`config.mk`:
```
export PLATFORM = sky130hd
export DESIGN_NAME = icache_fill_unit_flat
export DESIGN_NICKNAME = d
export VERILOG_FILES = /design/src/source/icache_pkg.sv /design/src/source/icache_if.sv /design/src/source/icache_fill_unit.sv /design/src/flat_wrapper.sv
export VERILOG_INCLUDE_DIRS = /design/src /design/src/source
export SDC_FILE = /design/constraint.sdc
export NUM_CORES = 1
export LEC_CHECK = 0
export ABC_CLOCK_PERIOD_IN_PS = 2100
export BUFFER_PORTS_ARGS = -buffer_cell sky130_fd_sc_hd__buf_4
export CAP_MARGIN = 30
export CORE_MARGIN = 2
export CORE_UTILIZATION = 38
export CTS_BUF_LIST = sky130_fd_sc_hd__clkbuf_8
export CTS_CLUSTER_SIZE = 30
export DETAILED_ROUTE_END_ITERATION = 6
export PLACE_DENSITY = 0.88
export SLEW_MARGIN = 25
export SYNTH_ARGS = -nofsm -noshare
export SYNTH_HDL_FRONTEND = slang
export SYNTH_SLANG_ARGS = --single-unit
```
`constraint.sdc`:
```
create_clock -name clk_i -period 2.1 [get_ports clk_i]
set_input_delay 0.315 -clock clk_i [delete_from_list [all_inputs] [get_ports clk_i]]
set_output_delay 0.315 -clock clk_i [all_outputs]
set_load 0.005 [all_outputs]
```
`src/source/icache_defines.svh`:
```
`ifndef ICACHE_DEFINES_SVH
`define ICACHE_DEFINES_SVH

// Byte address width of the fetch port
`define ICACHE_ADDR_W 32

// Width of one instruction word
`define ICACHE_WORD_W 32

// Number of sets
`define ICACHE_SETS 16

// Associativity
// Victim selection only handles two ways
`define ICACHE_WAYS 2

// Words in one cache block
`define ICACHE_BLOCK_WORDS 4

`endif
```
`src/source/icache_pkg.sv`:
```
`include "icache_defines.svh"

package icache_pkg;

  // Field widths of a physical byte address
  localparam int unsigned addr_w  = `ICACHE_ADDR_W;
  localparam int unsigned boff_w  = $clog2(`ICACHE_WORD_W / 8);
  localparam int unsigned woff_w  = $clog2(`ICACHE_BLOCK_WORDS);
  localparam int unsigned index_w = $clog2(`ICACHE_SETS);
  localparam int unsigned tag_w   = addr_w - index_w - woff_w - boff_w;
  localparam int unsigned way_w   = $clog2(`ICACHE_WAYS);

  typedef logic [addr_w-1:0]         addr_t;
  typedef logic [`ICACHE_WORD_W-1:0] word_t;
  typedef logic [tag_w-1:0]          tag_t;
  typedef logic [index_w-1:0]        index_t;
  typedef logic [woff_w-1:0]         woff_t;
  typedef logic [way_w-1:0]          way_t;

  typedef enum logic [1:0]
  {
    s_ready,
    s_miss,
    s_recover
  } ctrl_state_e;

  function automatic tag_t addr_tag(addr_t a);
    return a[addr_w-1 -: tag_w];
  endfunction

  function automatic index_t addr_index(addr_t a);
    return a[boff_w + woff_w +: index_w];
  endfunction

  function automatic woff_t addr_woff(addr_t a);
    return a[boff_w +: woff_w];
  endfunction

  // Address of word 0 of the block
  function automatic addr_t block_addr(addr_t a);
    return {a[addr_w-1:boff_w + woff_w], {(boff_w + woff_w){1'b0}}};
  endfunction

endpackage

```
`src/source/icache_if.sv`:
```


// Block refill writes from the fill unit into both arrays
interface fill_if
  import icache_pkg::*;
();

  logic   wr_v;
  index_t wr_index;
  tag_t   wr_tag;
  way_t   wr_way;
  woff_t  wr_woff;
  word_t  wr_data;
  logic   wr_last;
  logic   done;

  modport fill (
    output wr_v, wr_index, wr_tag, wr_way, wr_woff, wr_data, wr_last, done
  );

  modport tag (
    input wr_index, wr_tag, wr_way, wr_last
  );

  modport data (
    input wr_v, wr_index, wr_way, wr_woff, wr_data
  );

endinterface

```
`src/source/icache_fill_unit.sv`:
```
`timescale 1ns/1ps
`include "icache_defines.svh"

module icache_fill_unit
  import icache_pkg::*;
(
  input  logic   clk_i,
  input  logic   reset_i,
  input  logic   miss_v_i,
  input  addr_t  miss_addr_i,
  input  way_t   victim_way_i,
  output logic   fill_req_v_o,
  output addr_t  fill_addr_o,
  input  logic   fill_v_i,
  input  word_t  fill_data_i,
  fill_if.fill   fw
);

  logic  req_v_r;
  logic  busy_r;
  woff_t beat_r;

  addr_t blk_addr_r;
  way_t  way_r;

  logic  beat_v;
  logic  beat_last;

  assign beat_v    = fill_v_i & busy_r;
  assign beat_last = beat_v & (beat_r == woff_t'(`ICACHE_BLOCK_WORDS - 1));

  // Request goes out the cycle after the miss
  assign fill_req_v_o = req_v_r;
  assign fill_addr_o  = blk_addr_r;

  // Beats are written in arrival order
  assign fw.wr_v     = beat_v;
  assign fw.wr_index = addr_index(blk_addr_r);
  assign fw.wr_tag   = addr_tag(blk_addr_r);
  assign fw.wr_way   = way_r;
  assign fw.wr_woff  = beat_r;
  assign fw.wr_data  = fill_data_i;
  assign fw.wr_last  = beat_last;
  assign fw.done     = beat_last;

  always_ff @(posedge clk_i)
  begin
    if (reset_i)
    begin
      req_v_r <= 1'b0;
      busy_r  <= 1'b0;
      beat_r  <= '0;
    end
    else
    begin
      req_v_r <= miss_v_i;
      if (miss_v_i)
      begin
        busy_r <= 1'b1;
        beat_r <= '0;
      end
      else if (beat_v)
      begin
        beat_r <= beat_r + 1'b1;
        if (beat_last)
          busy_r <= 1'b0;
      end
    end
  end

  // Missed line and the way it will replace
  always_ff @(posedge clk_i)
  begin
    if (miss_v_i)
    begin
      blk_addr_r <= block_addr(miss_addr_i);
      way_r      <= victim_way_i;
    end
  end

endmodule

```
`src/flat_wrapper.sv`:
```
// flat-port wrapper written by rule: the top's interface ports become plain ports
module icache_fill_unit_flat import icache_pkg::*;
  (clk_i, reset_i, miss_v_i, miss_addr_i, victim_way_i, fill_req_v_o, fill_addr_o, fill_v_i, fill_data_i, fw_wr_v, fw_wr_index, fw_wr_tag, fw_wr_way, fw_wr_woff, fw_wr_data, fw_wr_last, fw_done);
  fill_if fw_i ();
  input  logic clk_i;
  input  logic reset_i;
  input  logic miss_v_i;
  input  addr_t miss_addr_i;
  input  way_t victim_way_i;
  output logic fill_req_v_o;
  output addr_t fill_addr_o;
  input  logic fill_v_i;
  input  word_t fill_data_i;
  output wire logic [$bits(fw_i.wr_v)-1:0] fw_wr_v;
  output wire logic [$bits(fw_i.wr_index)-1:0] fw_wr_index;
  output wire logic [$bits(fw_i.wr_tag)-1:0] fw_wr_tag;
  output wire logic [$bits(fw_i.wr_way)-1:0] fw_wr_way;
  output wire logic [$bits(fw_i.wr_woff)-1:0] fw_wr_woff;
  output wire logic [$bits(fw_i.wr_data)-1:0] fw_wr_data;
  output wire logic [$bits(fw_i.wr_last)-1:0] fw_wr_last;
  output wire logic [$bits(fw_i.done)-1:0] fw_done;
  assign fw_wr_v = fw_i.wr_v;
  assign fw_wr_index = fw_i.wr_index;
  assign fw_wr_tag = fw_i.wr_tag;
  assign fw_wr_way = fw_i.wr_way;
  assign fw_wr_woff = fw_i.wr_woff;
  assign fw_wr_data = fw_i.wr_data;
  assign fw_wr_last = fw_i.wr_last;
  assign fw_done = fw_i.done;
  icache_fill_unit u_core (.clk_i(clk_i), .reset_i(reset_i), .miss_v_i(miss_v_i), .miss_addr_i(miss_addr_i), .victim_way_i(victim_way_i), .fill_req_v_o(fill_req_v_o), .fill_addr_o(fill_addr_o), .fill_v_i(fill_v_i), .fill_data_i(fill_data_i), .fw(fw_i));
endmodule
```
After elaboration in Yosys (flattened, before gate mapping)
Cells that the tools add are included. W data, S select, Z words.

Output and inout bits: 99. Input port bits: 69. Flip-flop bits (word level): 33. Logic and storage cells: 16.

Bitwise gates (word level): 2. Eq/ne operators: 1. Mux-type cells: 3. $add $sub $neg: 1. Reductions and logical operators: 4.

Operators with widths (number): $reduce_bool A2 Y1 (2); $mux W1 (3); $add A2 B1 Y2 const B (1); $and A1 B1 Y1 (2); $eq A2 B2 Y1 const B (1); $reduce_and A2 Y1 (1); $reduce_or A2 Y1 (1).

Longest topological paths before layout
Depth in word-level cells: 5. Depth in mapped cells: 3. Mapped depth without buffers: 3.

Worst setup path before layout
No wires, ideal clock.

Path type: reg-to-output. From: register u_core.beat_r[0] (netlist: u_core.fw.wr_woff[0]). To: output fw_wr_last. Stages on the path, launching flop included: 4. Required time: 1.785 ns. Buffers on the path: 1. Slack: 0.927 ns. Data arrival time: 0.858 ns. Path through: dfxtp_1 ha_1 and3_2 buf_4.

Longest elaborated chain between the ends: 2.

Ends and longest elaborated chain: start, declared (line icache_fill_unit.sv:21) `woff_t beat_r;`; start signal, assigned (line icache_fill_unit.sv:64) `beat_r <= beat_r + 1'b1;`; $eq A2 B2 Y1 (line icache_fill_unit.sv:30) `` assign beat_last = beat_v & (beat_r == woff_t'(`ICACHE_BLOCK_WORDS - 1)); ``; $and A1 B1 Y1 (line icache_fill_unit.sv:30); end, declared (line flat_wrapper.sv:20) `output wire logic [$bits(fw_i.wr_last)-1:0] fw_wr_last;`.

No other way between the ends.

Worst setup path after layout
Ends and elaborated chain as after synthesis.

==> flow_metrics.env <==
export IMPL_status="finished clean"
export IMPL_setup_tns_ns=0
export IMPL_synthSimpleGateAreaFrac_pct=2.43
export IMPL_die_y_microns=67.8
export IMPL_synth_top_area_share_pct=56.4
export IMPL_cts_root_buf="clkbuf_8"
export IMPL_drt_iter0_drc=23
export IMPL_critPathLaunchType="register"
export IMPL_postCtsHoldBufs=0
export IMPL_cts_htree_levels=2
export IMPL_maxCapViolCount=0
export IMPL_final_min_clock_period_ns=1.51
export IMPL_top_level_ports=168
export IMPL_clock_sinks=33
export IMPL_slew_violations=0
export IMPL_setup_viol=0
export IMPL_synthCells=113
export IMPL_antenna_found_initial=0
export IMPL_viasPerCell=4.25
export IMPL_layout_drive_gt1_share_pct=70.1
export IMPL_cts_max_path_buffers=2
export IMPL_grt_start_max_net_pins=32
export IMPL_clk_pin_slew_worst_paths_ns=0.06
export IMPL_clkLatencyLatePin_ns=0.28
export IMPL_ant_nets=0
export IMPL_grt_usage_pct=11.3
export IMPL_design_power_total_mw=1.44
export IMPL_worstSetupPathType="reg2out"
export IMPL_layout_commonest_cell="buf_4"
export IMPL_wire_per_inst_microns=13.7
export IMPL_drtPass1Iterations=4
export IMPL_powerDensity_nw_per_um2=748
export IMPL_ys_seq_area_share_pct=61.5
export IMPL_power_leakage_nw=0.888
export IMPL_syn_cell_area_sq_um=1550
export IMPL_grt_pass1_vias=816
export IMPL_cts_tree="yes"
export IMPL_row_count=23
export IMPL_gp_congestion=0.648
export IMPL_layout_common_cells="buf_4 (95), edfxtp_1 (29), clkbuf_8 (5)"
export IMPL_synth_xor_area_share_pct=0
export IMPL_synth_top_family_by_area="buffers and inverters"
export IMPL_dieWidth_microns=67.8
export IMPL_rsz0062_at_grt="false"
export IMPL_place_hpwl_microns=2160
export IMPL_syn_avg_cell_area_sq_um=13.7
export IMPL_fin_nets=223
export IMPL_numPortBuffers=95
export IMPL_fin_skew_ns=0.00655
export IMPL_finalCritPeriodShare_pct=72.0
export IMPL_placeableCoreArea_sq_um=3940
export IMPL_ir_drop_uv=515
export IMPL_vias=867
export IMPL_synth_mux_area_share_pct=0
export IMPL_cp_arrival_ns=1.20
export IMPL_fmax_mhz=662
export IMPL_yosys_area_share_adder_pct=0.810
export IMPL_cts_resized=0
export IMPL_die_area_sq_um=4590
export IMPL_ys_types=16
export IMPL_numCtsBuffers=5
export IMPL_antenna_cells=0
export IMPL_hold_class="in2reg"
export IMPL_drc=0
export IMPL_path_max_fanout=4
export IMPL_wirelength_microns=2790
export IMPL_crit_required_ns=1.78
export IMPL_ys_seq_elements=33
export IMPL_cp_end_kind="output pin"
export IMPL_grt_pass1_wl_microns=3620
export IMPL_synth_area_top_cells="edfxtp_1 (56%), buf_4 (32%), dfxtp_1 (5.2%)"
export IMPL_final_hold_viol_count=0
export IMPL_post_cts_setup_buffer_count=0
export IMPL_grt_overflow=0
export IMPL_area_growth_pct=24.7
export IMPL_synth_compound_area_share_pct=3.16
export IMPL_yosysWarnings=0
export IMPL_start_util_pct=39.2
export IMPL_synth_top_area_cell="edfxtp_1"
## cells in the mapped netlist, drive strengths merged
cell and instances:
nand3b 1, ha 1, nor2 1, edfxtp 29
and3 1, or2 1, dfxtp 4, and2 1
a21oi 3, inv 1, conb 1, a21bo 3
buf 65, nand3 1
## stage by stage
step,cells,cell area [sq um],hold slack (ns),utilization [%],worst slack [ns]
floorplan,116,1560,0.377,-,0.927
global placement,196,1840,0.486,46.8,0.916
detailed placement,196,1840,0.491,46.8,0.886
CTS,204,1930,0.190,48.9,0.576
global route,204,1930,0.193,48.9,0.549
finish,204,1930,0.203,48.9,0.589
## kinds of logic after synthesis
group,count (synthesis)
flops,33
buf+inv,66
compound gates,6
simple gates,6
fa+ha+maj,1
other cells,1
## cell type report
class	instances	area [sq um]
clock buffer	5	68.8
clock inverter	3	13.8
fill	346	2020
inverter	1	3.75
multi-input combinational	17	114
sequential	33	951
tap	50	62.6
timing repair buffer	95	713
## sequential cells by signal, indices dropped and copies added, names as in the netlist
register,flops
u_core.fill_addr_o,28
u_core.busy_r,1
u_core.fw.wr_woff,2
u_core.fill_req_v_o,1
u_core.fw.wr_way,1
## where the power goes
group / switching, mW / total (mW) / internal (mW)
clock: 0.211 / 0.435 / 0.224
combinational: 0.0685 / 0.210 / 0.142
sequential: 0.0274 / 0.796 / 0.769
## per-layer routing
| layer | vias up | global-route usage [%] | part of all wire [%] | routed length [microns] |
|---|---|---|---|---|
| li1 | 386 | - | - | - |
| met1 | 401 | 11.0 | 33 | 923 |
| met2 | 70 | 18.4 | 52 | 1460 |
| met3 | 10 | 6.00 | 13 | 361 |
| met4 | 0 | 8.00 | 1.5 | 43 |
| met5 | - | 0 | 0 | 0 |
## worst paths after layout
check,start,end,slack (ns),cells past startpoint
worst max-delay path,u_core.fw.wr_woff[0],fw_wr_last,0.59,3
worst min-delay path,reset_i,u_core.fill_req_v_o,0.20,2
worst max register to register,u_core.fw.wr_woff[0],u_core.busy_r,1.14,3
worst min register to register,u_core.busy_r,u_core.fw.wr_woff[1],0.55,2
## worst max-delay path: stages, from the launching register on
cell	delay, ns
dfxtp_1	0.34
ha_1	0.22
and3_2	0.23
buf_4	0.13
Power figures use the tool's default switching activity.
