## config.mk

```make
export PLATFORM = sky130hd
export DESIGN_NAME = icache_data_array_flat
export DESIGN_NICKNAME = d
export VERILOG_FILES = /design/src/source/icache_pkg.sv /design/src/source/icache_if.sv /design/src/source/icache_data_array.sv /design/src/flat_wrapper.sv
export VERILOG_INCLUDE_DIRS = /design/src /design/src/source
export SDC_FILE = /design/constraint.sdc
export NUM_CORES = 2
export LEC_CHECK = 0
export BUFFER_PORTS_ARGS = -buffer_cell sky130_fd_sc_hd__buf_2
export CAP_MARGIN = 15
export CORE_ASPECT_RATIO = 1.1
export CORE_MARGIN = 5
export CORE_UTILIZATION = 45
export CTS_BUF_LIST = sky130_fd_sc_hd__clkbuf_4
export DETAILED_ROUTE_END_ITERATION = 6
export PLACE_DENSITY_LB_ADDON = 0.08
export SLEW_MARGIN = 10
export SYNTH_ARGS = -nofsm -noshare
export SYNTH_HDL_FRONTEND = slang
export SYNTH_MEMORY_MAX_BITS = 65536
export SYNTH_SLANG_ARGS = --single-unit
```

## constraint.sdc

```tcl
create_clock -name clk_i -period 7.1 [get_ports clk_i]
set_clock_uncertainty 0.05 [all_clocks]
set_input_delay 0.71 -clock clk_i [delete_from_list [all_inputs] [get_ports clk_i]]
set_output_delay 0.71 -clock clk_i [all_outputs]
set_load 0.005 [all_outputs]
```

## src/source/icache_defines.svh

```systemverilog
`ifndef ICACHE_DEFINES_SVH
`define ICACHE_DEFINES_SVH

// Byte address width of the fetch port
`define ICACHE_ADDR_W 32

// Width of one instruction word
`define ICACHE_WORD_W 32

// Number of sets
`define ICACHE_SETS 16

// Associativity
// Victim selection only handles two ways
`define ICACHE_WAYS 2

// Words in one cache block
`define ICACHE_BLOCK_WORDS 4

`endif
```

## src/source/icache_pkg.sv

```systemverilog
`include "icache_defines.svh"

package icache_pkg;

  // Field widths of a physical byte address
  localparam int unsigned addr_w  = `ICACHE_ADDR_W;
  localparam int unsigned boff_w  = $clog2(`ICACHE_WORD_W / 8);
  localparam int unsigned woff_w  = $clog2(`ICACHE_BLOCK_WORDS);
  localparam int unsigned index_w = $clog2(`ICACHE_SETS);
  localparam int unsigned tag_w   = addr_w - index_w - woff_w - boff_w;
  localparam int unsigned way_w   = $clog2(`ICACHE_WAYS);

  typedef logic [addr_w-1:0]         addr_t;
  typedef logic [`ICACHE_WORD_W-1:0] word_t;
  typedef logic [tag_w-1:0]          tag_t;
  typedef logic [index_w-1:0]        index_t;
  typedef logic [woff_w-1:0]         woff_t;
  typedef logic [way_w-1:0]          way_t;

  typedef enum logic [1:0]
  {
    s_ready,
    s_miss,
    s_recover
  } ctrl_state_e;

  function automatic tag_t addr_tag(addr_t a);
    return a[addr_w-1 -: tag_w];
  endfunction

  function automatic index_t addr_index(addr_t a);
    return a[boff_w + woff_w +: index_w];
  endfunction

  function automatic woff_t addr_woff(addr_t a);
    return a[boff_w +: woff_w];
  endfunction

  // Address of word 0 of the block
  function automatic addr_t block_addr(addr_t a);
    return {a[addr_w-1:boff_w + woff_w], {(boff_w + woff_w){1'b0}}};
  endfunction

endpackage

```

## src/source/icache_if.sv

```systemverilog
`timescale 1ns/1ps

// Read, compare and select between the controller and the two arrays
interface lookup_if
  import icache_pkg::*;
();

  logic   rd_v;
  index_t rd_index;
  tag_t   cmp_tag;
  woff_t  cmp_woff;
  logic   hit_upd_v;
  logic   flush;
  logic   hit;
  way_t   hit_way;
  way_t   victim_way;
  word_t  hit_word;

  modport ctrl (
    output rd_v, rd_index, cmp_tag, cmp_woff, hit_upd_v, flush,
    input  hit, hit_word
  );

  modport tag (
    input  rd_v, rd_index, cmp_tag, hit_upd_v, flush,
    output hit, hit_way, victim_way
  );

  modport data (
    input  rd_v, rd_index, cmp_woff, hit_way,
    output hit_word
  );

endinterface

// Block refill writes from the fill unit into both arrays
interface fill_if
  import icache_pkg::*;
();

  logic   wr_v;
  index_t wr_index;
  tag_t   wr_tag;
  way_t   wr_way;
  woff_t  wr_woff;
  word_t  wr_data;
  logic   wr_last;
  logic   done;

  modport fill (
    output wr_v, wr_index, wr_tag, wr_way, wr_woff, wr_data, wr_last, done
  );

  modport tag (
    input wr_index, wr_tag, wr_way, wr_last
  );

  modport data (
    input wr_v, wr_index, wr_way, wr_woff, wr_data
  );

endinterface

```

## src/source/icache_data_array.sv

```systemverilog
`timescale 1ns/1ps
`include "icache_defines.svh"

module icache_data_array
  import icache_pkg::*;
(
  input  logic   clk_i,
  lookup_if.data lk,
  fill_if.data   fw
);

  localparam int unsigned depth = `ICACHE_SETS * `ICACHE_BLOCK_WORDS;

  // One word per entry, addressed by set index and word offset
  word_t mem [`ICACHE_WAYS][depth];

  // Whole block of every way from the last read
  word_t blk_q [`ICACHE_WAYS][`ICACHE_BLOCK_WORDS];

  ////////////////////////////////////////////////////////////////////////////
  // Storage
  ////////////////////////////////////////////////////////////////////////////

  // The word offset is not known at read time, so all words are read
  always_ff @(posedge clk_i)
  begin
    if (lk.rd_v)
    begin
      for (int w = 0; w < `ICACHE_WAYS; w++)
      begin
        for (int b = 0; b < `ICACHE_BLOCK_WORDS; b++)
        begin
          blk_q[w][b] <= mem[w][{lk.rd_index, woff_t'(b)}];
        end
      end
    end
  end

  // One beat per write
  always_ff @(posedge clk_i)
  begin
    if (fw.wr_v)
      mem[fw.wr_way][{fw.wr_index, fw.wr_woff}] <= fw.wr_data;
  end

  ////////////////////////////////////////////////////////////////////////////
  // Word select
  ////////////////////////////////////////////////////////////////////////////

  assign lk.hit_word = blk_q[lk.hit_way][lk.cmp_woff];

endmodule

```

## src/flat_wrapper.sv

```systemverilog
// flat-port wrapper written by rule: the top's interface ports become plain ports
module icache_data_array_flat import icache_pkg::*;
  (clk_i, lk_rd_v, lk_rd_index, lk_cmp_woff, lk_hit_way, lk_hit_word, fw_wr_v, fw_wr_index, fw_wr_way, fw_wr_woff, fw_wr_data);
  lookup_if lk_i ();
  fill_if fw_i ();
  input  logic clk_i;
  input wire logic [$bits(lk_i.rd_v)-1:0] lk_rd_v;
  input wire logic [$bits(lk_i.rd_index)-1:0] lk_rd_index;
  input wire logic [$bits(lk_i.cmp_woff)-1:0] lk_cmp_woff;
  input wire logic [$bits(lk_i.hit_way)-1:0] lk_hit_way;
  output wire logic [$bits(lk_i.hit_word)-1:0] lk_hit_word;
  input wire logic [$bits(fw_i.wr_v)-1:0] fw_wr_v;
  input wire logic [$bits(fw_i.wr_index)-1:0] fw_wr_index;
  input wire logic [$bits(fw_i.wr_way)-1:0] fw_wr_way;
  input wire logic [$bits(fw_i.wr_woff)-1:0] fw_wr_woff;
  input wire logic [$bits(fw_i.wr_data)-1:0] fw_wr_data;
  assign lk_i.rd_v = lk_rd_v;
  assign lk_i.rd_index = lk_rd_index;
  assign lk_i.cmp_woff = lk_cmp_woff;
  assign lk_i.hit_way = lk_hit_way;
  assign lk_hit_word = lk_i.hit_word;
  assign fw_i.wr_v = fw_wr_v;
  assign fw_i.wr_index = fw_wr_index;
  assign fw_i.wr_way = fw_wr_way;
  assign fw_i.wr_woff = fw_wr_woff;
  assign fw_i.wr_data = fw_wr_data;
  icache_data_array u_core (.clk_i(clk_i), .lk(lk_i), .fw(fw_i));
endmodule
```

-- After elaboration in Yosys (flattened, before gate mapping)
Memories as Yosys holds them, arrays and structs flattened.
Index checks and enable logic that the tools add are counted.
- register bits: 0
- bits in writable memories: 4352
- word-level logic and storage cells: 49
- memories: 2
- magnitude comparators: 7
- multiplexer cells: 33
- bitwise gates (word level): 6
- reductions and logical operators: 1
- memories (name ; words ; bits a word ; rd ports ; clocked after Yosys merged registers in ; write ports ; RTL line ; RTL):
    u_core.mem ; 2 ; 2048 ; 2 ; 0 ; 1 ; icache_data_array.sv:15 ; word_t mem [`ICACHE_WAYS][depth];
    u_core.blk_q ; 2 ; 128 ; 1 ; 0 ; 2 ; icache_data_array.sv:18 ; word_t blk_q [`ICACHE_WAYS][`ICACHE_BLOCK_WORDS];
- operators with widths (operator ; count):
    $mux W2048 ; 1
    $bmux W32 S6 ; 8
    $mux W32 ; 19
    $demux W32 S6 ; 1
    $bmux W32 S2 ; 1
    $ge A7 B7 Y1 const B ; 5
    $not A6 Y7 ; 5
    $lt A7 B1 Y1 const B ; 1
    $ge A3 B3 Y1 const B ; 1
    $mux W1 ; 3
    $not A2 Y3 ; 1
    $logic_and A1 B1 Y1 ; 1

-- Depth between registers and ports, before layout
- depth after elaboration: 6
- gate-level depth with buffers: 9
- mapped depth without buffers: 4

-- Worst setup path after synthesis
OpenSTA, ideal clock, no wires.
- kind: input port to flip-flop
- from: input fw_wr_woff[0]
- to: memory u_core.mem[1][192] (netlist name) (enable)
- arrival: 3.101 ns
- required time: 6.629 ns
- setup slack: 3.528 ns
- stages on the path: 6
- path buffers: 2
- path through: buf_2 > or3b_2 > clkbuf_1 > inv_1 > nand2_1 > nor2_1
- word-level cells in the longest chain between the ends: 6
- ends and longest elaborated chain (item ; RTL line ; RTL):
    start: declaration ; flat_wrapper.sv:15 ; input wire logic [$bits(fw_i.wr_woff)-1:0] fw_wr_woff;
    $not A6 Y7 (not written as such) (*) ; icache_data_array.sv:43 ; mem[fw.wr_way][{fw.wr_index, fw.wr_woff}] <= fw.wr_data;
    $ge A7 B7 Y1 (not written as such) / $lt A7 B1 Y1 (equally long branches) ; icache_data_array.sv:43 ;
    $logic_and A1 B1 Y1 (not written as such) ; icache_data_array.sv:43 ;
    $mux W32 (not written as such) ; icache_data_array.sv:43 ;
    $demux W32 S6 (*) ; icache_data_array.sv:43 ;
    $mux W2048 (not written as such) (*) ; icache_data_array.sv:43 ;
    end: declaration ; icache_data_array.sv:15 ;
Every way passes the cells marked *; elsewhere a longest branch is shown, timed or not.

-- Final worst setup path
- from: memory u_core.blk_q[0][33] (netlist name)
- to: output lk_hit_word[1]
- word-level cells in the longest chain between the ends: 4
- ends and longest elaborated chain (item ; RTL line ; RTL):
    start: declaration ; icache_data_array.sv:18 ;
    $mem_v2 Z2 W128 ; -- ;
    $bmux W32 S2 ; icache_data_array.sv:50 ; assign lk.hit_word = blk_q[lk.hit_way][lk.cmp_woff];
    $mux W32 (not written as such) (2 in series) ; icache_data_array.sv:50 ;
    end: declaration ; flat_wrapper.sv:11 ; output wire logic [$bits(lk_i.hit_word)-1:0] lk_hit_word;
No other way between the ends. The select of a mux whose other input is x is not followed.

==> results.txt <==
Status: complete, no violations
Setup tns final: 0 ps
Static power due to leakage: 60.96 nW
Cell accounting for the most synthesized area: sky130_fd_sc_hd__edfxtp_1
First-pass GRT wire length: 669500 microns
Hold Violations, Final: 0
Clock tree from TritonCTS: done
Count of boundary I/O pins: 81
Number of sinks driven by the clock tree: 4352
Worst-case setup slack after placement: 3248 ps
Insertion delay to the later sink of the worst-skew pair: 1680 ps
Endpoint of the worst-slack reg-to-reg timing path: u_core.blk_q[0][53]$_DFFE_PP_
Share of synthesized registers carrying an async set or reset: 0
Mean routed wirelength per cell: 34.51 microns
Setup CP Type: register to primary output
Layout area overhead: 13.75%
RSZ-0062 raised after global routing: no
Total wirelength of the detailed-routed design: 486400 microns
Area of the core: 363400 sq um
Initial antenna violation count: 91
Top cells by area, synth: sky130_fd_sc_hd__edfxtp_1 (80%), sky130_fd_sc_hd__mux4_2 (12%), sky130_fd_sc_hd__a22oi_1 (2.8%)
Starting density of the core: 0.4520
Most used standard cells in the synthesized netlist: sky130_fd_sc_hd__edfxtp_1 (4352), sky130_fd_sc_hd__mux4_2 (858), sky130_fd_sc_hd__a22oi_1 (621)
# rows: 232
HP Start: fw_wr_data[21]
Tcrit/Tclk final: 0.5942
All-Layer GR Usage: 0.2586
Number of endpoints failing setup at the final stage: 0
Max_cap viols: 0
DRT iter0 DRCs: 9958
Cell at the root of the clock tree: sky130_fd_sc_hd__clkbuf_4
Actual slew at the worst max-slew pin: 1284 ps
Global placer's final weighted congestion: 0.8076
Uppermost metal layer occupied by signal nets: met5
Final cell utilization of the core: 0.5141
Final worst slack: 2882 ps
Worst hold endpoint: u_core.mem[1][1877]$_DFFE_PP_
FF-to-FF setup slack: 5130 ps
HPWL after DPL: 258700 microns
Clock-pin transition on the worst setup and hold timing paths: 70 ps
Minimum hold slack: 214.3 ps
Met2 Routed Length: 235700 microns
Pins Over Slew Limit: 0
Upper clock frequency limit: 0.2371 GHz
Combined area of all synthesized cells: 164300 sq um
Inserted Clock Buffers: 1195
Req. time, crit path: 6340 ps
Avg Synthesized Cell Area: 22.46 sq um
Worst min-delay path category: primary input to register
Number of nets in the layout: 8564
Largest net degree at the start of global routing: 100
DR DRC count: 0
Die Footprint: 377200 sq um
Fraction of layout cells with a size suffix above 1: 0.3404
Die Span Y: 643.7 microns
H-tree lvl count: 7
Origin of the critical flop-to-flop path: u_core.mem[0][1077]$_DFFE_PP_
PD cells: 281.2 nW/um^2
Number of global-route vias before repair: 86730
Routed via count: 84060
Post-CTS setup buffer count: 0
Element type at the critical path end: primary output
Die span in x: 586.1 microns
Final min period: 4218 ps
Detailed-router iteration count before antenna repair: 6
Worst Hold Depth: 2
Remaining antenna violation count after routing: 0
Count of warnings emitted by yosys: 0
Max IR drop VDD: 0.0001544 V
Count leader, synth: sky130_fd_sc_hd__edfxtp_1
Dominant register cell in the synthesized netlist: sky130_fd_sc_hd__edfxtp_1
Total chip power: 0.05254 W
Rel. slew slack: 0.1414
Syn_nets: 7364
Total overflow reported by the global router: 0
Data arrival time of the worst path: 3460 ps
Post-Synthesis Cells: 7315
Proportion of synthesized chip area in sequential cells: 0.7956
Max Fanout on Critical Path: 1
Vias per cell: 5.964
Synthesis-stage register bit count: 4352
Maximum clock insertion buffer count: 5
EDFF count, synth: 4352
Wire length on met1: 200800 microns
Nature of the critical path startpoint: register
Routed wl met3: 38850 microns
Count of buffers from port buffering: 80
Portion of synthesized cell area occupied by the leading cell type: 0.7956
Worst R2R Path Depth: 4
Count of unique library cells instantiated by Yosys: 25
## layout by cell type (no fill, tap or decap), drive strengths merged
master,n
nand3b,3
nand4,4
a22oi,621
a21oi,4
clkinv,153
or3b,1
mux2,32
clkbuf,1705
and2,3
nor3,2
buf,342
diode,83
nor2b,14
nand4b,1
nand2,279
dlygate4sd3,74
edfxtp,4352
and3,2
nand3,125
o211ai,4
mux2i,460
inv,32
bufinv,10
mux4,858
nor2,134
## through the flow
stage / cell area (sq um) / std cells
after floorplan: 164300 / 7315
after global placement: 171900 / 12030
after detailed placement: 172000 / 12040
after CTS: 186600 / 14010
after global routing: 186800 / 14080
final: 186900 / 14100
## worst max-delay path by stage
stage	from	to
2_1_floorplan	fw_wr_woff[0]	u_core.mem[1][192]$_DFFE_PP_
3_3_place_gp	fw_wr_index[0]	u_core.mem[0][452]$_DFFE_PP_
3_5_place_dp	fw_wr_index[0]	u_core.mem[0][457]$_DFFE_PP_
4_1_cts	u_core.blk_q[1][6]$_DFFE_PP_	lk_hit_word[6]
5_1_grt	u_core.blk_q[0][113]$_DFFE_PP_	lk_hit_word[17]
6_report	u_core.blk_q[0][33]$_DFFE_PP_	lk_hit_word[1]
## worst max-delay path: stages, from the launching register on
cell                       delay, ps
sky130_fd_sc_hd__edfxtp_1        600
sky130_fd_sc_hd__mux4_2          680
sky130_fd_sc_hd__mux2_2          360
sky130_fd_sc_hd__buf_2           140
## sequential cells by signal (all words and copies together), names as in the netlist
register,flops
u_core.mem,4096
u_core.blk_q,256
## what timing repair did
action,4_1_cts,5_1_grt
resized for setup,0,0
endpoints found under the hold margin,4052,0
hold buffers,79,0
## layout make-up
cell class	instances	area (sq um)
Fill cell	29390	176600
Sequential cell	4352	130700
Multi-Input combinational cell	2547	32400
Clock buffer	1705	12800
Tap cell	4797	6002
Timing Repair Buffer	416	3727
Clock inverter	192	1018
Antenna cell	83	207.7
Inverter	3	11.26
## routing by layer
layer  GRT usage  vias up
met2      0.4051     3738
met4     0.08620        4
met5           0        -
met3     0.06092      558
li1            -    34110
met1      0.3599    45660
## where the power goes
part / total, W / switching, W / internal (W)
clock: 0.0211 / 0.00988 / 0.0113
combinational: 0.00262 / 0.00175 / 0.000868
sequential: 0.0288 / 0.000251 / 0.0285
## logic make-up (layout without fill, tap and decap cells)
family | after synthesis | after routing | share of synthesized area
and+or+nand+nor | 568 | 568 | 0.01444
buffers and inverters | 416 | 2316 | 0.01344
AOI/OAI and AO/OA | 629 | 629 | 0.02869
muxes | 1350 | 1350 | 0.1479
DFF | 4352 | 4352 | 0.7956
other | 0 | 83 | 0
Note: power is estimated with default switching activity, not from simulation.
