<file path="src/source/icache_defines.svh">
`ifndef ICACHE_DEFINES_SVH
`define ICACHE_DEFINES_SVH

// Byte address width of the fetch port
`define ICACHE_ADDR_W 32

// Width of one instruction word
`define ICACHE_WORD_W 32

// Number of sets
`define ICACHE_SETS 16

// Associativity
// Victim selection only handles two ways
`define ICACHE_WAYS 2

// Words in one cache block
`define ICACHE_BLOCK_WORDS 4

`endif
</file>
<file path="src/source/icache_pkg.sv">
`include "icache_defines.svh"

package icache_pkg;

  // Field widths of a physical byte address
  localparam int unsigned addr_w  = `ICACHE_ADDR_W;
  localparam int unsigned boff_w  = $clog2(`ICACHE_WORD_W / 8);
  localparam int unsigned woff_w  = $clog2(`ICACHE_BLOCK_WORDS);
  localparam int unsigned index_w = $clog2(`ICACHE_SETS);
  localparam int unsigned tag_w   = addr_w - index_w - woff_w - boff_w;
  localparam int unsigned way_w   = $clog2(`ICACHE_WAYS);

  typedef logic [addr_w-1:0]         addr_t;
  typedef logic [`ICACHE_WORD_W-1:0] word_t;
  typedef logic [tag_w-1:0]          tag_t;
  typedef logic [index_w-1:0]        index_t;
  typedef logic [woff_w-1:0]         woff_t;
  typedef logic [way_w-1:0]          way_t;

  typedef enum logic [1:0]
  {
    s_ready,
    s_miss,
    s_recover
  } ctrl_state_e;

  function automatic tag_t addr_tag(addr_t a);
    return a[addr_w-1 -: tag_w];
  endfunction

  function automatic index_t addr_index(addr_t a);
    return a[boff_w + woff_w +: index_w];
  endfunction

  function automatic woff_t addr_woff(addr_t a);
    return a[boff_w +: woff_w];
  endfunction

  // Address of word 0 of the block
  function automatic addr_t block_addr(addr_t a);
    return {a[addr_w-1:boff_w + woff_w], {(boff_w + woff_w){1'b0}}};
  endfunction

endpackage

</file>
<file path="src/source/icache_if.sv">
`timescale 1ns/1ps

// Read, compare and select between the controller and the two arrays
interface lookup_if
  import icache_pkg::*;
();

  logic   rd_v;
  index_t rd_index;
  tag_t   cmp_tag;
  woff_t  cmp_woff;
  logic   hit_upd_v;
  logic   flush;
  logic   hit;
  way_t   hit_way;
  way_t   victim_way;
  word_t  hit_word;

  modport ctrl (
    output rd_v, rd_index, cmp_tag, cmp_woff, hit_upd_v, flush,
    input  hit, hit_word
  );

  modport tag (
    input  rd_v, rd_index, cmp_tag, hit_upd_v, flush,
    output hit, hit_way, victim_way
  );

  modport data (
    input  rd_v, rd_index, cmp_woff, hit_way,
    output hit_word
  );

endinterface

// Block refill writes from the fill unit into both arrays
interface fill_if
  import icache_pkg::*;
();

  logic   wr_v;
  index_t wr_index;
  tag_t   wr_tag;
  way_t   wr_way;
  woff_t  wr_woff;
  word_t  wr_data;
  logic   wr_last;
  logic   done;

  modport fill (
    output wr_v, wr_index, wr_tag, wr_way, wr_woff, wr_data, wr_last, done
  );

  modport tag (
    input wr_index, wr_tag, wr_way, wr_last
  );

  modport data (
    input wr_v, wr_index, wr_way, wr_woff, wr_data
  );

endinterface

</file>
<file path="src/source/icache_tag_array.sv">
`timescale 1ns/1ps
`include "icache_defines.svh"

module icache_tag_array
  import icache_pkg::*;
(
  input  logic  clk_i,
  input  logic  reset_i,
  lookup_if.tag lk,
  fill_if.tag   fw
);

  tag_t                    tag_mem [`ICACHE_WAYS][`ICACHE_SETS];
  tag_t                    tag_q [`ICACHE_WAYS];
  index_t                  idx_r;

  // Valid bits per set and way, and the LRU way per set
  logic [`ICACHE_WAYS-1:0] valid_r [`ICACHE_SETS];
  logic [`ICACHE_SETS-1:0] lru_r;

  logic [`ICACHE_WAYS-1:0] way_v;
  logic [`ICACHE_WAYS-1:0] hit_vec;

  ////////////////////////////////////////////////////////////////////////////
  // Tag memory
  ////////////////////////////////////////////////////////////////////////////

  always_ff @(posedge clk_i)
  begin
    if (lk.rd_v)
    begin
      idx_r <= lk.rd_index;
      for (int w = 0; w < `ICACHE_WAYS; w++)
      begin
        tag_q[w] <= tag_mem[w][lk.rd_index];
      end
    end
    if (fw.wr_last)
      tag_mem[fw.wr_way][fw.wr_index] <= fw.wr_tag;
  end

  ////////////////////////////////////////////////////////////////////////////
  // Valid and LRU state
  ////////////////////////////////////////////////////////////////////////////

  // Flush wipes every line at once
  always_ff @(posedge clk_i)
  begin
    if (reset_i || lk.flush)
      valid_r <= '{default: '0};
    else if (fw.wr_last)
      valid_r[fw.wr_index][fw.wr_way] <= 1'b1;
  end

  // LRU points away from the way last touched
  always_ff @(posedge clk_i)
  begin
    if (reset_i)
      lru_r <= '0;
    else if (fw.wr_last)
      lru_r[fw.wr_index] <= ~fw.wr_way;
    else if (lk.hit_upd_v)
      lru_r[idx_r] <= ~lk.hit_way;
  end

  ////////////////////////////////////////////////////////////////////////////
  // Hit detection and victim choice
  ////////////////////////////////////////////////////////////////////////////

  // Valid bits are read live so a flush hits lookups already in flight
  assign way_v = valid_r[idx_r];

  always_comb
  begin
    for (int w = 0; w < `ICACHE_WAYS; w++)
    begin
      hit_vec[w] = way_v[w] && (tag_q[w] == lk.cmp_tag);
    end
  end

  assign lk.hit     = |hit_vec;
  assign lk.hit_way = way_t'(hit_vec[1]);

  always_comb
  begin
    if (!way_v[0])
      lk.victim_way = 1'b0;
    else if (!way_v[1])
      lk.victim_way = 1'b1;
    else
      lk.victim_way = lru_r[idx_r];
  end

endmodule

</file>
<file path="src/flat_wrapper.sv">
// flat-port wrapper written by rule: the top's interface ports become plain ports
module icache_tag_array_flat import icache_pkg::*;
  (clk_i, reset_i, lk_rd_v, lk_rd_index, lk_cmp_tag, lk_hit_upd_v, lk_flush, lk_hit, lk_hit_way, lk_victim_way, fw_wr_index, fw_wr_tag, fw_wr_way, fw_wr_last);
  lookup_if lk_i ();
  fill_if fw_i ();
  input  logic clk_i;
  input  logic reset_i;
  input wire logic [$bits(lk_i.rd_v)-1:0] lk_rd_v;
  input wire logic [$bits(lk_i.rd_index)-1:0] lk_rd_index;
  input wire logic [$bits(lk_i.cmp_tag)-1:0] lk_cmp_tag;
  input wire logic [$bits(lk_i.hit_upd_v)-1:0] lk_hit_upd_v;
  input wire logic [$bits(lk_i.flush)-1:0] lk_flush;
  output wire logic [$bits(lk_i.hit)-1:0] lk_hit;
  output wire logic [$bits(lk_i.hit_way)-1:0] lk_hit_way;
  output wire logic [$bits(lk_i.victim_way)-1:0] lk_victim_way;
  input wire logic [$bits(fw_i.wr_index)-1:0] fw_wr_index;
  input wire logic [$bits(fw_i.wr_tag)-1:0] fw_wr_tag;
  input wire logic [$bits(fw_i.wr_way)-1:0] fw_wr_way;
  input wire logic [$bits(fw_i.wr_last)-1:0] fw_wr_last;
  assign lk_i.rd_v = lk_rd_v;
  assign lk_i.rd_index = lk_rd_index;
  assign lk_i.cmp_tag = lk_cmp_tag;
  assign lk_i.hit_upd_v = lk_hit_upd_v;
  assign lk_i.flush = lk_flush;
  assign lk_hit = lk_i.hit;
  assign lk_hit_way = lk_i.hit_way;
  assign lk_victim_way = lk_i.victim_way;
  assign fw_i.wr_index = fw_wr_index;
  assign fw_i.wr_tag = fw_wr_tag;
  assign fw_i.wr_way = fw_wr_way;
  assign fw_i.wr_last = fw_wr_last;
  icache_tag_array u_core (.clk_i(clk_i), .reset_i(reset_i), .lk(lk_i), .fw(fw_i));
endmodule
</file>
<file path="config.mk">
export PLATFORM = sky130hd
export DESIGN_NAME = icache_tag_array_flat
export DESIGN_NICKNAME = d
export VERILOG_FILES = /design/src/source/icache_pkg.sv /design/src/source/icache_if.sv /design/src/source/icache_tag_array.sv /design/src/flat_wrapper.sv
export VERILOG_INCLUDE_DIRS = /design/src /design/src/source
export SDC_FILE = /design/constraint.sdc
export NUM_CORES = 1
export LEC_CHECK = 0
export BUFFER_PORTS_ARGS = -buffer_cell sky130_fd_sc_hd__buf_2
export CORE_MARGIN = 1
export CORE_UTILIZATION = 25
export CTS_CLUSTER_SIZE = 30
export DETAILED_ROUTE_END_ITERATION = 7
export GPL_TIMING_DRIVEN = 0
export SKIP_LAST_GASP = 1
export SLEW_MARGIN = 20
export SYNTH_ARGS = -nofsm -noshare
export SYNTH_HDL_FRONTEND = slang
export SYNTH_SLANG_ARGS = --single-unit
</file>
<file path="constraint.sdc">
create_clock -name clk_i -period 4.6 [get_ports clk_i]
set_input_delay 0 -clock clk_i [delete_from_list [all_inputs] [get_ports clk_i]]
set_output_delay 0 -clock clk_i [all_outputs]
set_load 0.05 [all_outputs]
</file>
# == Yosys cells after proc, flatten, opt, wreduce, memory -nomap -nowiden ==
# Memories as Yosys holds them, arrays and structs flattened.
# Index checks and enable logic that the tools add are counted.
# totals
register_bits,52
mem_bits_rw,816
in_bits,63
output_inout_bits,3
wordCells,78
memories,2
# classes
n_lt_le_gt_ge,10
n_eq_ne,2
n_mux,31
bitwise_logic,6
reduce_logical,9
# memory_table
memory,depth,word_bits,rd,rd_clocked_by_memory_dff,wr,line,rtl
u_core.tag_mem,2,384,2,0,1,icache_tag_array.sv:13,tag_t tag_mem [`ICACHE_WAYS][`ICACHE_SETS];
u_core.tag_q,2,24,2,0,2,icache_tag_array.sv:14,tag_t tag_q [`ICACHE_WAYS];
# op_table
op,n
$mux W384,1
$bmux W24 S4,2
$mux W24,5
$demux W24 S4,1
$eq A24 B24 Y1,2
$bwmux W16,2
$mux W16,2
$or A32 B32 Y32,1
$ge A5 B5 Y1 const B,3
$not A4 Y5,3
$lt A4 B5 Y1 const B,2
$mux W1,9
$bmux W2 S4,1
$demux W1 S4,2
$demux W2 S4,1
$ge A4 B1 Y1 const B,2
$logic_and A1 B1 Y1,6
$mux W2,3
$lt A5 B1 Y1 const B,1
$bmux W1 S4,1
$lt A1 B2 Y1 const B,1
$not A1 Y1,2
$reduce_bool A2 Y1,1
$reduce_or A2 Y1,1
3 further kinds,3

# == Depth between registers and ports, before layout ==
# logic_depth
ltp_word,9
depth_mapped,8
depth_no_buf,5

# == Worst setup path after synthesis ==
# No wires, ideal clock.
# synth_path
path_kind,in2reg
start,input port fw_wr_way
end,"memory u_core.tag_mem[1][100] (netlist bit), enable pin"
setup_time_ps,473
arrival_time_ps,3149
path_slack_ps,978
path_stages,4
path_buffers,2
path_cell_list,clkbuf_1 -> inv_1 -> clkbuf_1 -> nor4_1
# synth_rtl
element,line,rtl
from (decl),flat_wrapper.sv:18,input wire logic [$bits(fw_i.wr_way)-1:0] fw_wr_way;
to (decl),icache_tag_array.sv:13,
# Straight into the memory's write port.

# == Worst setup path in the final report ==
# layout_path
start,register u_core.idx_r[2]
end,output port lk_hit_way
# layout_via
elab_chain_cells,5
# layout_rtl
element,line,rtl
from (decl),icache_tag_array.sv:15,index_t idx_r;
from (signal assigned),icache_tag_array.sv:32,idx_r <= lk.rd_index;
$not A4 Y5 (not written as such),icache_tag_array.sv:71,assign way_v = valid_r[idx_r];
$bmux W2 S4,icache_tag_array.sv:71,
$mux W2 (not written as such) (2 in a row),icache_tag_array.sv:71,
$logic_and A1 B1 Y1,icache_tag_array.sv:77,hit_vec[w] = way_v[w] && (tag_q[w] == lk.cmp_tag);
to (decl),flat_wrapper.sv:14,output wire logic [$bits(lk_i.hit_way)-1:0] lk_hit_way;
# Every way passes these cells. The select of a mux whose other input is x is not followed.

==> flow_summary.toml <==
[worst_setup_path]
end_kind = "output port"
cp.arrival_ns = 3.57
cp_top_family = "simple AND/OR/NAND/NOR gates"
r2r_slack_ns = 1.73
start_kind = "register"
cp_max_fo = 10
crit_path_max_incr_delay_ns = 1.00
critPathRequiredTime_ns = 4.60
worstSetupPathType = "register to output port"
critPathSlowestCell = "nor4_4"
crit_chain = "nor2b_1 > a22oi_1 > and3_4 > nor4_4 > buf_6 > buf_2"
critPathBufInv = 2

[logic_synthesis]
yosysWarnings = 0
ys.flop_type = "edfxtp_1"
synth.top_cells.by_area = "edfxtp_1 74%, mux4_2 17%, dfxtp_1 2.9%"
yosys.area.top_type = "edfxtp_1"
synth_cell_types = 43
synth_top_area_share = 0.739
synth_area_um2 = 33300
synth.yosys.seq_area_share = 0.768
synth_fp_nets = 1523
post_synth.cell_area_avg_um2 = 22.8
synth_edf_count = 820
syn_inst = 1460
ys_async_sr_fraction = 0
synth_seq_cells = 868

[route]
drcViolationCount = 0
routed_wl_um = 85200
route.vias.total = 16363
viasPerCell = 4.60
routedWlPerCell_um = 24.0
dr.pass1.iters = 7
drtAntennaViolNets = 0
dr.first_iter.drc_count = 2050

[timing]
fin_skew_ns = 0.0268
tightest_slew_ns = 1.15
maxSlewViolCount = 0
hold_viol = 0
slew_headroom = 0.226
finalCritPeriodShare = 0.776
max_freq_mhz = 280
post-route-min-period_ns = 3.57
finalSetupViolCount = 0
fin_ws_ns = 1.03
rsz0062_at_grt = "false"

[floorplan]
core.rowCount = 133
die-area_um2 = 135000
io_pins = 66
core_um2 = 132000
fp.dieW_um = 367
die_h_um = 367
start_util = 0.253

[cts]
cts-htree-levels = 3
clockBufferDepth = 3
cts_resized = 0
cts_tree = "yes"
clk_latency_ns = 0.63
clk_pin_slew_ns = 0.06
cts-root-buf = "clkbuf_16"
hold_buffers = 33
postCtsSetupBuffers = 0
numCtsBuffers = 86
cts.sinks = 868

[global_route]
grt_start_max_net_pins = 33
antenna_found_initial = 9
grtUsageTotal = 0.125
grt_pass1_wl_um = 123000
grt_pass1_vias = 17165
grt-ovfl-total = 0

[power]
pwr-share-seq = 0.540
power.internal_mw = 12.9
power_frac_comb = 0.054
p_total_mw = 16.4
p_sw_mw = 3.47
power.density_nw_per_um2 = 411
p_leak_nw = 12.4
switching_share = 0.212
clock_power_share = 0.406
ir_drop_v = 0.000288

[placed_design]
io_buffer_count = 62
dp_hpwl_um = 58800
dpl_cell_area_um2 = 37000
gp_congestion = 0.857
post-place-ws_ns = 1.59

[worst_hold_path]
hold_path.class = "input port to register"

[finish]
layout-drive-gt1-share = 0.328
diodes = 0
final_util = 0.303
fin_nets = 1794
syn2layout_area_growth_pct = 19.9
finalInstanceArea_um2 = 40000

[flow_run]
drv_cap = 0

[status]
outcome = "finished, final reports clean"
layout by cell type (no fill, tap or decap), types with 11 or more instances in the layout:
cell / n
nand3_1: 13
mux4_2: 254
nand4_1: 12
clkinv_2: 15
nor2_4: 13
edfxtp_1: 820
buf_2: 113
nor2_1: 12
buf_4: 37
o21a_1: 33
clkinv_1: 13
xnor2_1: 24
clkbuf_1: 72
xor2_1: 24
clkbuf_16: 90
nand2_1: 11
dfxtp_1: 48
buf_16: 13
dlygate4sd3_1: 33
a21oi_1: 12
metal layers:
| metal | wire, µm | GRT usage | up-vias |
|---|---|---|---|
| met5 | 85 | 0 | - |
| met4 | 1670 | 0.0329 | 16 |
| met3 | 6090 | 0.0215 | 133 |
| met2 | 40200 | 0.200 | 697 |
| met1 | 37100 | 0.175 | 8743 |
| li1 | - | - | 6774 |
path summary, 6_finish.rpt:
| path | from | end | cells after the start |
|---|---|---|---|
| setup reg to reg | u_core.idx_r[2] | u_core.lru_r[2] | 6 |
| setup / recovery | u_core.idx_r[2] | lk_hit_way | 6 |
| hold / removal | lk_hit_upd_v | u_core.lru_r[1] | 5 |
| hold reg to reg | u_core.valid_r[8] | u_core.valid_r[8] | 1 |
worst reg2reg max path: cells and delay by family, from the launching register on:
kind | cells | cell delay, ns
AO/OA/AOI/OAI | 2 | 0.25
buffers and inverters | 1 | 0.27
flip-flops | 1 | 0.50
AND/OR/NAND/NOR | 3 | 1.70
power by group through the flow:
stage	sequential (mW)	combinational, mW	clock [mW]
final	8.86	0.879	6.67
after floorplan	8.98	0.484	0
after detailed placement	9.03	0.864	0
after global placement	9.03	0.812	0
after global routing	8.87	0.938	7.04
after CTS	8.86	0.892	6.76
logic make-up (layout without fill, tap and decap cells):
logic type / Yosys count / in the layout / synth area share
flip-flops: 868 / 868 / 0.768
multiplexers: 254 / 254 / 0.172
AND/OR/NAND/NOR: 125 / 125 / 0.0210
buffers and inverters: 88 / 427 / 0.0116
AO/OA/AOI/OAI: 77 / 77 / 0.0156
XOR/XNOR: 48 / 48 / 0.0126
state kept, by name (all words and copies together), names as in the netlist:
name	flops
u_core.tag_mem	768
u_core.valid_r	32
u_core.idx_r	4
u_core.tag_q	48
u_core.lru_r	16
stage by stage:
stage,hold WS [ns],cells,TNS [ns]
after global placement,0.264,3277,-575.83
after global routing,0.0632,3554,0
after floorplan,0.0989,1460,0
after detailed placement,0.266,3365,0
after CTS,0.0161,3554,0
final,0.0537,3554,0
area by class of cell:
cell class              count  area [µm²]
clock buffers             121        2420
plain buffers              77         347
fillers                 12703       91800
repair buffers            183        1590
multi-input cells         504        7540
flip-flops and latches    868       25600
well taps                1755        2200
clock inverters            35         236
inverters                  11        41.3
synthesized netlist by cell type, drive strengths merged (12+ instances only):
cell and instances:
nand4 12, o21a 33, buf 29, nor4 17, xnor2 24, nand3 13
dfxtp 48, nor2 25, mux4 254, clkbuf 48, edfxtp 820, xor2 24
o21ai 12, a21oi 12
Note: power is estimated with default switching activity, not from simulation.
